--- config.mk ---
export PLATFORM = sky130hd
export DESIGN_NAME = raster_top
export DESIGN_NICKNAME = d
export VERILOG_FILES = /design/src/hdl/raster_pkg.sv /design/src/hdl/raster_top.sv /design/src/hdl/raster_regs.sv /design/src/hdl/patch_walker.sv /design/src/hdl/edge_mask.sv /design/src/hdl/edge_setup.sv /design/src/hdl/bounding_box.sv
export SDC_FILE = /design/constraint.sdc
export NUM_CORES = 2
export LEC_CHECK = 0
export CAP_MARGIN = 20
export CORE_ASPECT_RATIO = 1.5
export CORE_MARGIN = 4
export CORE_UTILIZATION = 35
export CTS_CLUSTER_DIAMETER = 150
export DETAILED_ROUTE_END_ITERATION = 16
export DONT_BUFFER_PORTS = 1
export PLACE_DENSITY = 0.49
export SETUP_SLACK_MARGIN = 0.2
export SYNTH_ARGS = -nofsm -noshare
export SYNTH_HDL_FRONTEND = slang
export SYNTH_SLANG_ARGS = --single-unit
--- constraint.sdc ---
create_clock -name clock -period 17 [get_ports clock]
set_input_delay 3.4 -clock clock [delete_from_list [all_inputs] [get_ports clock]]
set_output_delay 3.4 -clock clock [all_outputs]
set_load 0.02 [all_outputs]
--- src/hdl/raster_pkg.sv ---
// raster package: coordinate and edge types, bus widths and register map
`default_nettype none

package raster_pkg;

    // wishbone port widths
    localparam int ADR_W  = 5;
    localparam int DATA_W = 32;

    // vertex coordinate, integer screen units
    typedef logic signed [15:0] coord_t;
    // edge coefficients a and b
    typedef logic signed [15:0] edge_coef_t;
    // edge constant c and corner value d
    typedef logic signed [31:0] edge_val_t;
    // tile origin, coordinate bits 15 to 6
    typedef logic signed [9:0]  tile_idx_t;
    // patch column or row within the tile
    typedef logic [3:0]         patch_idx_t;
    // sample (col,row) at bit 15 - (row*4 + col)
    typedef logic [15:0]        patch_mask_t;

    // word address, bus address bits 4 to 2
    typedef logic [2:0] reg_addr_t;

    localparam reg_addr_t REG_TILE = 3'd0;
    localparam reg_addr_t REG_V1   = 3'd1;
    localparam reg_addr_t REG_V2   = 3'd2;
    localparam reg_addr_t REG_V3   = 3'd3;
    localparam reg_addr_t REG_CTRL = 3'd4;

    // status bits in a REG_CTRL read
    localparam int DONE_BIT  = 16;
    localparam int VALID_BIT = 17;

endpackage

`default_nettype wire
--- src/hdl/raster_top.sv ---
// raster top: wishbone register block driving the patch walker
`timescale 1ns/1ns
`default_nettype none

module raster_top import raster_pkg::*; (
    input  logic              clock,
    input  logic              reset,
    input  logic              cyc,
    input  logic              stb,
    input  logic              we,
    input  logic [ADR_W-1:0]  adr,
    input  logic [DATA_W-1:0] dat_w,
    output logic [DATA_W-1:0] dat_r,
    output logic              ack
);

    // triangle setup from the host
    tile_idx_t   tile_x;
    tile_idx_t   tile_y;
    coord_t      x1;
    coord_t      y1;
    coord_t      x2;
    coord_t      y2;
    coord_t      x3;
    coord_t      y3;
    logic        start;
    logic        mask_release;
    // walker status back to the host
    patch_idx_t  patch_x;
    patch_idx_t  patch_y;
    patch_mask_t mask;
    logic        mask_valid;
    logic        done;

    raster_regs u_regs (
        .clock        (clock),
        .reset        (reset),
        .cyc          (cyc),
        .stb          (stb),
        .we           (we),
        .adr          (adr),
        .dat_w        (dat_w),
        .patch_x      (patch_x),
        .patch_y      (patch_y),
        .mask         (mask),
        .mask_valid   (mask_valid),
        .done         (done),
        .dat_r        (dat_r),
        .ack          (ack),
        .tile_x       (tile_x),
        .tile_y       (tile_y),
        .x1           (x1),
        .y1           (y1),
        .x2           (x2),
        .y2           (y2),
        .x3           (x3),
        .y3           (y3),
        .start        (start),
        .mask_release (mask_release)
    );

    patch_walker u_walker (
        .clock        (clock),
        .reset        (reset),
        .start        (start),
        .mask_release (mask_release),
        .tile_x       (tile_x),
        .tile_y       (tile_y),
        .x1           (x1),
        .y1           (y1),
        .x2           (x2),
        .y2           (y2),
        .x3           (x3),
        .y3           (y3),
        .patch_x      (patch_x),
        .patch_y      (patch_y),
        .mask         (mask),
        .mask_valid   (mask_valid),
        .done         (done)
    );

endmodule

`default_nettype wire

--- src/hdl/raster_regs.sv ---
// register block: wishbone classic slave for tile, vertices, start and mask release
`timescale 1ns/1ns
`default_nettype none

module raster_regs import raster_pkg::*; (
    input  logic              clock,
    input  logic              reset,
    input  logic              cyc,
    input  logic              stb,
    input  logic              we,
    input  logic [ADR_W-1:0]  adr,
    input  logic [DATA_W-1:0] dat_w,
    input  patch_idx_t        patch_x,
    input  patch_idx_t        patch_y,
    input  patch_mask_t       mask,
    input  logic              mask_valid,
    input  logic              done,
    output logic [DATA_W-1:0] dat_r,
    output logic              ack,
    output tile_idx_t         tile_x,
    output tile_idx_t         tile_y,
    output coord_t            x1,
    output coord_t            y1,
    output coord_t            x2,
    output coord_t            y2,
    output coord_t            x3,
    output coord_t            y3,
    output logic              start,
    output logic              mask_release
);

    reg_addr_t reg_sel;

    // byte address to word index
    assign reg_sel = adr[4:2];

    // one ack per cycle, dropped after a single clock
    always_ff @(posedge clock or posedge reset) begin
        if (reset) begin
            ack <= 1'b0;
        end else begin
            ack <= cyc && stb && !ack;
        end
    end

    // pulses follow ack, so each lasts one cycle
    assign start        = ack && we && (reg_sel == REG_CTRL);
    assign mask_release = ack && !we && (reg_sel == REG_CTRL);

    // tile and vertex storage, taken on the acknowledged write
    always_ff @(posedge clock) begin
        if (ack && we) begin
            case (reg_sel)
                REG_TILE: begin
                    tile_x <= dat_w[15:6];
                    tile_y <= dat_w[31:22];
                end
                REG_V1: begin
                    x1 <= dat_w[15:0];
                    y1 <= dat_w[31:16];
                end
                REG_V2: begin
                    x2 <= dat_w[15:0];
                    y2 <= dat_w[31:16];
                end
                REG_V3: begin
                    x3 <= dat_w[15:0];
                    y3 <= dat_w[31:16];
                end
                default: ;
            endcase
        end
    end

    // read mux, sampled by the master while ack is high
    always_comb begin
        dat_r = '0;
        case (reg_sel)
            REG_TILE: begin
                // current patch position in screen units
                dat_r[31:16] = {tile_y, patch_y, 2'b00};
                dat_r[15:0]  = {tile_x, patch_x, 2'b00};
            end
            REG_CTRL: begin
                dat_r[15:0]      = mask;
                dat_r[DONE_BIT]  = done;
                dat_r[VALID_BIT] = mask_valid;
            end
            default: ;
        endcase
    end

endmodule

`default_nettype wire

--- src/hdl/patch_walker.sv ---
// patch walker: box and edge setup, then row-major patch walk with mask hold
`timescale 1ns/1ns
`default_nettype none

module patch_walker import raster_pkg::*; (
    input  logic        clock,
    input  logic        reset,
    input  logic        start,
    input  logic        mask_release,
    input  tile_idx_t   tile_x,
    input  tile_idx_t   tile_y,
    input  coord_t      x1,
    input  coord_t      y1,
    input  coord_t      x2,
    input  coord_t      y2,
    input  coord_t      x3,
    input  coord_t      y3,
    output patch_idx_t  patch_x,
    output patch_idx_t  patch_y,
    output patch_mask_t mask,
    output logic        mask_valid,
    output logic        done
);

    typedef enum logic [2:0] {
        S_IDLE, S_BOX, S_SETUP, S_MASK, S_DECIDE, S_ADVANCE
    } state_t;

    state_t     state;
    // box: axis, setup: edge*2+phase, mask: edge
    logic [2:0] step;
    logic [1:0] sel;

    patch_idx_t left_r;
    patch_idx_t right_r;
    patch_idx_t top_r;
    patch_idx_t bot_r;

    // per-edge state, c holds the value at the row start
    edge_coef_t a_r [0:2];
    edge_coef_t b_r [0:2];
    edge_val_t  c_r [0:2];
    edge_val_t  d_r [0:2];

    tile_idx_t   box_tile;
    coord_t      box_v1;
    coord_t      box_v2;
    coord_t      box_v3;
    patch_idx_t  box_lo;
    patch_idx_t  box_hi;
    coord_t      su_x1;
    coord_t      su_y1;
    coord_t      su_x2;
    coord_t      su_y2;
    coord_t      corner_x;
    coord_t      corner_y;
    edge_coef_t  su_a;
    edge_coef_t  su_b;
    edge_val_t   su_cd;
    patch_mask_t edge_bits;
    patch_mask_t combined;
    edge_val_t   step_a;
    edge_val_t   step_b;
    logic        at_right;
    logic        at_bottom;

    assign sel = (state == S_SETUP) ? step[2:1] : step[1:0];

    // x axis on step 0, y axis on step 1
    always_comb begin
        if (step[0]) begin
            box_tile = tile_y;
            box_v1   = y1;
            box_v2   = y2;
            box_v3   = y3;
        end else begin
            box_tile = tile_x;
            box_v1   = x1;
            box_v2   = x2;
            box_v3   = x3;
        end
    end

    bounding_box u_box (
        .tile (box_tile),
        .v1   (box_v1),
        .v2   (box_v2),
        .v3   (box_v3),
        .lo   (box_lo),
        .hi   (box_hi)
    );

    // vertex pairs 1-2, 2-3, 3-1
    always_comb begin
        case (sel)
            2'd0: begin
                su_x1 = x1;
                su_y1 = y1;
                su_x2 = x2;
                su_y2 = y2;
            end
            2'd1: begin
                su_x1 = x2;
                su_y1 = y2;
                su_x2 = x3;
                su_y2 = y3;
            end
            default: begin
                su_x1 = x3;
                su_y1 = y3;
                su_x2 = x1;
                su_y2 = y1;
            end
        endcase
    end

    // top-left corner of the first patch in the box
    assign corner_x = {tile_x, left_r, 2'b00};
    assign corner_y = {tile_y, top_r, 2'b00};

    edge_setup u_setup (
        .corner_x (corner_x),
        .corner_y (corner_y),
        .x1       (su_x1),
        .y1       (su_y1),
        .x2       (su_x2),
        .y2       (su_y2),
        .c_in     (c_r[sel]),
        .phase    (step[0]),
        .a        (su_a),
        .b        (su_b),
        .cd       (su_cd)
    );

    edge_mask u_mask (
        .a    (a_r[sel]),
        .b    (b_r[sel]),
        .d    (d_r[sel]),
        .mask (edge_bits)
    );

    // and of all edges seen so far in this patch
    assign combined = (step[1:0] == 2'd0) ? edge_bits : (mask & edge_bits);

    // one patch step is 4 units
    assign step_a = edge_val_t'(a_r[sel]) <<< 2;
    assign step_b = edge_val_t'(b_r[sel]) <<< 2;

    assign at_right  = patch_x >= right_r;
    assign at_bottom = patch_y >= bot_r;

    // box limits, edge terms and the mask
    always_ff @(posedge clock) begin
        case (state)
            S_BOX: begin
                if (!step[0]) begin
                    left_r  <= box_lo;
                    right_r <= box_hi;
                end else begin
                    top_r <= box_lo;
                    bot_r <= box_hi;
                end
            end
            S_SETUP: begin
                c_r[sel] <= su_cd;
                if (!step[0]) begin
                    a_r[sel] <= su_a;
                    b_r[sel] <= su_b;
                end else begin
                    d_r[sel] <= su_cd;
                end
            end
            S_MASK: begin
                mask <= combined;
                // next row starts 4 units down, else step right
                if (at_right) begin
                    c_r[sel] <= c_r[sel] - step_b;
                    d_r[sel] <= c_r[sel] - step_b;
                end else begin
                    d_r[sel] <= d_r[sel] + step_a;
                end
            end
            default: ;
        endcase
    end

    // sequencer and patch position
    always_ff @(posedge clock or posedge reset) begin
        if (reset) begin
            state      <= S_IDLE;
            step       <= 3'd0;
            done       <= 1'b1;
            mask_valid <= 1'b0;
            patch_x    <= '0;
            patch_y    <= '0;
        end else begin
            case (state)
                S_IDLE: begin
                    if (start) begin
                        state <= S_BOX;
                        step  <= 3'd0;
                        done  <= 1'b0;
                    end
                end
                S_BOX: begin
                    if (step == 3'd1) begin
                        state <= S_SETUP;
                        step  <= 3'd0;
                    end else begin
                        step <= step + 3'd1;
                    end
                end
                S_SETUP: begin
                    // box limits are ready by now
                    if (step == 3'd0) begin
                        patch_x <= left_r;
                        patch_y <= top_r;
                    end
                    if (step == 3'd5) begin
                        state <= S_MASK;
                        step  <= 3'd0;
                    end else begin
                        step <= step + 3'd1;
                    end
                end
                S_MASK: begin
                    if (step == 3'd2) begin
                        state      <= S_DECIDE;
                        step       <= 3'd0;
                        mask_valid <= |combined;
                    end else begin
                        step <= step + 3'd1;
                    end
                end
                S_DECIDE: begin
                    // empty mask moves on, full one waits for the host
                    if (!mask_valid || mask_release) begin
                        state      <= S_ADVANCE;
                        mask_valid <= 1'b0;
                    end
                end
                S_ADVANCE: begin
                    if (at_right && at_bottom) begin
                        state <= S_IDLE;
                        done  <= 1'b1;
                    end else begin
                        state <= S_MASK;
                        if (at_right) begin
                            patch_x <= left_r;
                            patch_y <= patch_y + 4'd1;
                        end else begin
                            patch_x <= patch_x + 4'd1;
                        end
                    end
                end
                default: state <= S_IDLE;
            endcase
        end
    end

endmodule

`default_nettype wire

--- src/hdl/edge_mask.sv ---
// edge mask: one edge evaluated at the 16 samples of a 4x4 patch
`timescale 1ns/1ns
`default_nettype none

module edge_mask import raster_pkg::*; (
    input  edge_coef_t  a,
    input  edge_coef_t  b,
    input  edge_val_t   d,
    output patch_mask_t mask
);

    always_comb begin
        edge_val_t val;
        for (int i = 0; i < 16; i++) begin
            // col is i%4, row is i/4, offset from corner value d
            val = d + a * (i % 4) - b * (i / 4);
            // covered on zero or positive
            mask[15 - i] = ~val[31];
        end
    end

endmodule

`default_nettype wire

--- src/hdl/edge_setup.sv ---
// edge setup: a, b and either c or the patch corner value from two multipliers
`timescale 1ns/1ns
`default_nettype none

module edge_setup import raster_pkg::*; (
    input  coord_t     corner_x,
    input  coord_t     corner_y,
    input  coord_t     x1,
    input  coord_t     y1,
    input  coord_t     x2,
    input  coord_t     y2,
    input  edge_val_t  c_in,
    input  logic       phase,
    output edge_coef_t a,
    output edge_coef_t b,
    output edge_val_t  cd
);

    // top-left style tie break
    logic       bias;
    edge_coef_t p;
    edge_coef_t r;
    coord_t     q;
    coord_t     s;
    edge_val_t  t;
    edge_val_t  prod_pq;
    edge_val_t  prod_rs;

    assign bias = (y1 < y2) || ((y1 == y2) && (x2 < x1));

    // line a*x - b*y + c, inside when not negative
    assign a = y2 - y1;
    assign b = x2 - x1;

    // phase low:  c = b*y1 - a*x1 - bias
    // phase high: d = a*cx - b*cy + c
    assign p = phase ? a : b;
    assign q = phase ? corner_x : y1;
    assign r = phase ? b : a;
    assign s = phase ? corner_y : x1;
    // all ones is minus one
    assign t = phase ? c_in : {32{bias}};

    // the two shared multipliers
    assign prod_pq = p * q;
    assign prod_rs = r * s;

    assign cd = prod_pq - prod_rs + t;

endmodule

`default_nettype wire

--- src/hdl/bounding_box.sv ---
// bounding box: clamped min and max patch index of three vertices on one axis
`timescale 1ns/1ns
`default_nettype none

module bounding_box import raster_pkg::*; (
    input  tile_idx_t  tile,
    input  coord_t     v1,
    input  coord_t     v2,
    input  coord_t     v3,
    output patch_idx_t lo,
    output patch_idx_t hi
);

    // coordinates at patch resolution, 4 units per patch
    logic signed [13:0] p1;
    logic signed [13:0] p2;
    logic signed [13:0] p3;
    // first and last patch of the tile
    logic signed [13:0] tile_first;
    logic signed [13:0] tile_last;
    logic signed [13:0] pmin;
    logic signed [13:0] pmax;

    assign p1 = v1[15:2];
    assign p2 = v2[15:2];
    assign p3 = v3[15:2];

    assign tile_first = {tile, 4'b0000};
    assign tile_last  = {tile, 4'b1111};

    always_comb begin
        pmin = p1;
        if (p2 < pmin) pmin = p2;
        if (p3 < pmin) pmin = p3;
        // clamp into the tile
        if (pmin < tile_first) pmin = tile_first;
        if (pmin > tile_last) pmin = tile_last;

        pmax = p1;
        if (p2 > pmax) pmax = p2;
        if (p3 > pmax) pmax = p3;
        if (pmax < tile_first) pmax = tile_first;
        if (pmax > tile_last) pmax = tile_last;
    end

    // tile-relative offset, low bits of a clamped index
    assign lo = pmin[3:0];
    assign hi = pmax[3:0];

endmodule

`default_nettype wire

==> out/results.txt <==
status -> completed
slowest stage cell on the critical path -> sky130_fd_sc_hd__a21boi_1
overall routing resource usage -> 0.237
hold slack -> 545 ps
average size of a mapped cell -> 9.54 sq um
headroom to the max-slew limit -> 0.133
Max Buffers Root-to-Sink -> 3
pin slew with the least headroom to its limit -> 1290 ps
Critical Path RT -> 17,370 ps
HP Class -> reg -> reg
Hold Vio Cnt, Final -> 0
classification of the worst setup path -> reg -> reg
top cells by area in the synthesized netlist -> sky130_fd_sc_hd__edfxtp_1 (22%), sky130_fd_sc_hd__fa_1 (22%), sky130_fd_sc_hd__ha_1 (16%), sky130_fd_sc_hd__inv_1 (6.2%), sky130_fd_sc_hd__nor2_1 (3.8%)
reported max-cap violation count -> 0
setup repair after global routing missed its margin -> no
total detailed-routing wirelength -> 211 mm
number of hold buffers added after cts -> 0
DIE AREA -> 176,000 sq um
sum of net half-perimeters after detailed placement -> 175 mm
endpoint kind of the worst setup timing path -> flop
Most common cell on crit path -> sky130_fd_sc_hd__fa_1
number of vias in the routed layout -> 46,600
Syn. warnings -> 0
count of H-tree levels built during CTS -> 2
initial antenna violation count -> 11
fill cell total of the finished layout -> 17,000
post-synthesis sequential element count -> 453
synthesized netlist net count -> 7,664
total CTS buffers -> 47
area fraction in compound gates after synthesis -> 0.148
Starting DRT DRC Count -> 3,484
Period Utilization, post-route -> 0.882
I/O Pins -> 75
library cell with the largest summed area after synthesis -> sky130_fd_sc_hd__edfxtp_1
number of I/O port buffers -> 0
final-report max-slew violation count -> 0
combinational family with the most area after synthesis -> adder cells
utilization of the core after routing -> 0.384
num rows -> 184
worst clock skew on the final layout -> 63.9 ps
clock root cell -> sky130_fd_sc_hd__clkbuf_16
Chip Width -> 344 um
final number of setup-violating endpoints -> 0
clock latency on the worst-skew pair -> 630 ps
number of buffers inserted by post-CTS setup repair -> 0
sequential-to-total area share from yosys stat -> 0.228
netlist area before placement -> 59,400 sq um
Multi-input gate area -> 41,700 sq um
endpoint arrival time on the critical path -> 15,370 ps
most common library cells after synthesis -> sky130_fd_sc_hd__inv_1 (984), sky130_fd_sc_hd__ha_1 (747), sky130_fd_sc_hd__fa_1 (652)
synth unique cells -> 85
initial cell density of the core -> 0.353
final weighted congestion in routability-driven placement -> 0.929
Placeable Area -> 168,000 sq um
fraction of post-synthesis cell area in the top cell type by area -> 0.221
pin count of the biggest net entering global routing -> 66
post-CTS resize count -> 0
share of synthesized flip-flops with an asynchronous set or reset -> 0.0375
clock sink total -> 453
Avg Vias per Cell -> 5.47
first-pass GRT wire length -> 311 mm
number of enable flip-flop cells after synthesis -> 436
Synth Area in Simple Gates -> 0.116
critical path's largest stage delay -> 820 ps
number of nets in the layout -> 7,658
final worst path period need -> 15,000 ps
Adder-Cell Fraction of Synth Area -> 0.377
number of global-route vias before repair -> 48,100
proportion of layout cells with a drive suffix above 1 -> 0.0584
maximum clock frequency -> 66.7 MHz
area taken by flip-flops and latches -> 13,500 sq um
multiplexer area fraction after synthesis -> 0.0208
Overflow after GRT -> 0
number of standard cells after synthesis -> 6,223
clock input transition at the sequential cells of the worst setup and hold paths -> 60 ps
Startpoint Class -> flop
xor and xnor fraction of the mapped netlist area -> 0.0347
Routed WL per cell -> 24.9 um
final setup TNS -> 0 ps
top flip-flop cell by instance count after synthesis -> sky130_fd_sc_hd__edfxtp_1
number of nets with antenna violations after routing -> 0
clock tree from TritonCTS -> done
Vert. Die Dim -> 512 um
most frequent cell after synthesis -> sky130_fd_sc_hd__inv_1
residual DRC count -> 0
Layout Area Growth over Synthesis -> 8.70%
maximum fanout along the worst path -> 30
Detailed Routing Iterations Pass 1 -> 7
## cells by family after synthesis
logic type | count (synthesis)
simple gates | 1529
xor+xnor | 230
compound gates | 1313
buf+inv | 1181
fa+ha+maj | 1399
mux | 118
flops | 453
## flip-flops by register name, indices dropped and copies added (netlist names), 10 cells and up
| name | flops |
|---|---|
| u_walker.d_r | 96 |
| u_walker.b_r | 48 |
| u_regs.tile_y | 10 |
| u_regs.x2 | 16 |
| u_regs.y3 | 16 |
| u_walker.a_r | 48 |
| u_regs.x3 | 16 |
| u_walker.c_r | 96 |
| u_regs.y2 | 16 |
| u_regs.y1 | 16 |
| u_regs.tile_x | 10 |
| u_walker.mask | 16 |
| u_regs.x1 | 16 |
## cell usage in the layout, fill, tap and decap left out, types with 15 or more instances in the layout
cell type                   count
sky130_fd_sc_hd__o211ai_1      28
sky130_fd_sc_hd__o21ai_1       19
sky130_fd_sc_hd__diode_2       18
sky130_fd_sc_hd__ha_1         747
sky130_fd_sc_hd__a21oi_1      301
sky130_fd_sc_hd__xnor2_1      141
sky130_fd_sc_hd__clkbuf_16     48
sky130_fd_sc_hd__fa_1         652
sky130_fd_sc_hd__o21a_1        74
sky130_fd_sc_hd__mux2i_1       72
sky130_fd_sc_hd__o21ai_0      247
sky130_fd_sc_hd__nand2b_1      54
sky130_fd_sc_hd__buf_4        137
sky130_fd_sc_hd__o21bai_1      34
sky130_fd_sc_hd__a222oi_1      83
sky130_fd_sc_hd__a31oi_1       32
sky130_fd_sc_hd__a211oi_1      37
sky130_fd_sc_hd__nand2_1      448
sky130_fd_sc_hd__nand3_1       57
sky130_fd_sc_hd__nand4_1       68
sky130_fd_sc_hd__o22a_1        31
sky130_fd_sc_hd__or3_1         22
sky130_fd_sc_hd__or2_2         31
sky130_fd_sc_hd__nor3_1        61
sky130_fd_sc_hd__a22o_1        18
sky130_fd_sc_hd__inv_1        982
sky130_fd_sc_hd__and3_1        20
sky130_fd_sc_hd__nor2_1       590
sky130_fd_sc_hd__nor4_1        16
sky130_fd_sc_hd__o22ai_1       50
sky130_fd_sc_hd__a21o_1       173
sky130_fd_sc_hd__edfxtp_1     436
sky130_fd_sc_hd__xor2_1        72
sky130_fd_sc_hd__mux2_2        43
sky130_fd_sc_hd__nor2b_1       55
sky130_fd_sc_hd__and2_1        45
sky130_fd_sc_hd__dfrtp_1       15
sky130_fd_sc_hd__a21boi_0      18
## cell type report
cell class | instances | share of cell area
Clock inverter | 35 | 0.00729
Inverter | 986 | 0.0574
Tap cell | 2232 | 0.0433
Clock buffer | 52 | 0.0188
Timing Repair Buffer | 140 | 0.0165
Antenna cell | 18 | 0.000698
Sequential cell | 453 | 0.210
Multi-Input combinational cell | 4589 | 0.646
## worst paths after layout
check,startpoint,endpoint,slack [ps],cells after the start
hold reg to reg,u_walker.done,u_walker.done,540,2
hold / removal,u_walker.done,u_walker.done,540,2
min in group asynchronous,reset,u_regs.ack,2770,1
setup / recovery,u_walker.state[2],u_walker.d_r[0][31],2000,40
setup reg to reg,u_walker.state[2],u_walker.d_r[0][31],2000,40
max in group asynchronous,reset,u_walker.step[0],13690,1
## critical path: cells and delay by family, from the launching register on
| family | cells | cell delay, ps |
|---|---|---|
| muxes | 1 | 290 |
| adders and majority gates | 10 | 5330 |
| and+or+nand+nor | 4 | 1520 |
| buffers and inverters | 7 | 1360 |
| DFF | 1 | 670 |
| AOI/OAI and AO/OA | 16 | 4510 |
| xor gates and xnor gates | 2 | 1020 |
## layer usage
layer	routed length [um]	up-vias	track usage	part of all wire
met4	15200	2	0.135	0.072
met5	13	-	0	0.000062
met2	111000	1169	0.441	0.53
met3	7350	424	0.0190	0.035
li1	-	21400	-	-
met1	77700	23500	0.263	0.37
## per-stage QoR
step	std cells	worst slack [ps]	cell area (sq um)
global placement	8396	2110	62800
CTS	8487	1940	64500
finish	8505	2000	64500
global route	8490	1240	64500
floorplan	6223	4490	59400
detailed placement	8400	2030	62800
Power is not shown: default switching activity piles up to over one toggle a cycle in this logic, so the estimate is an artifact.
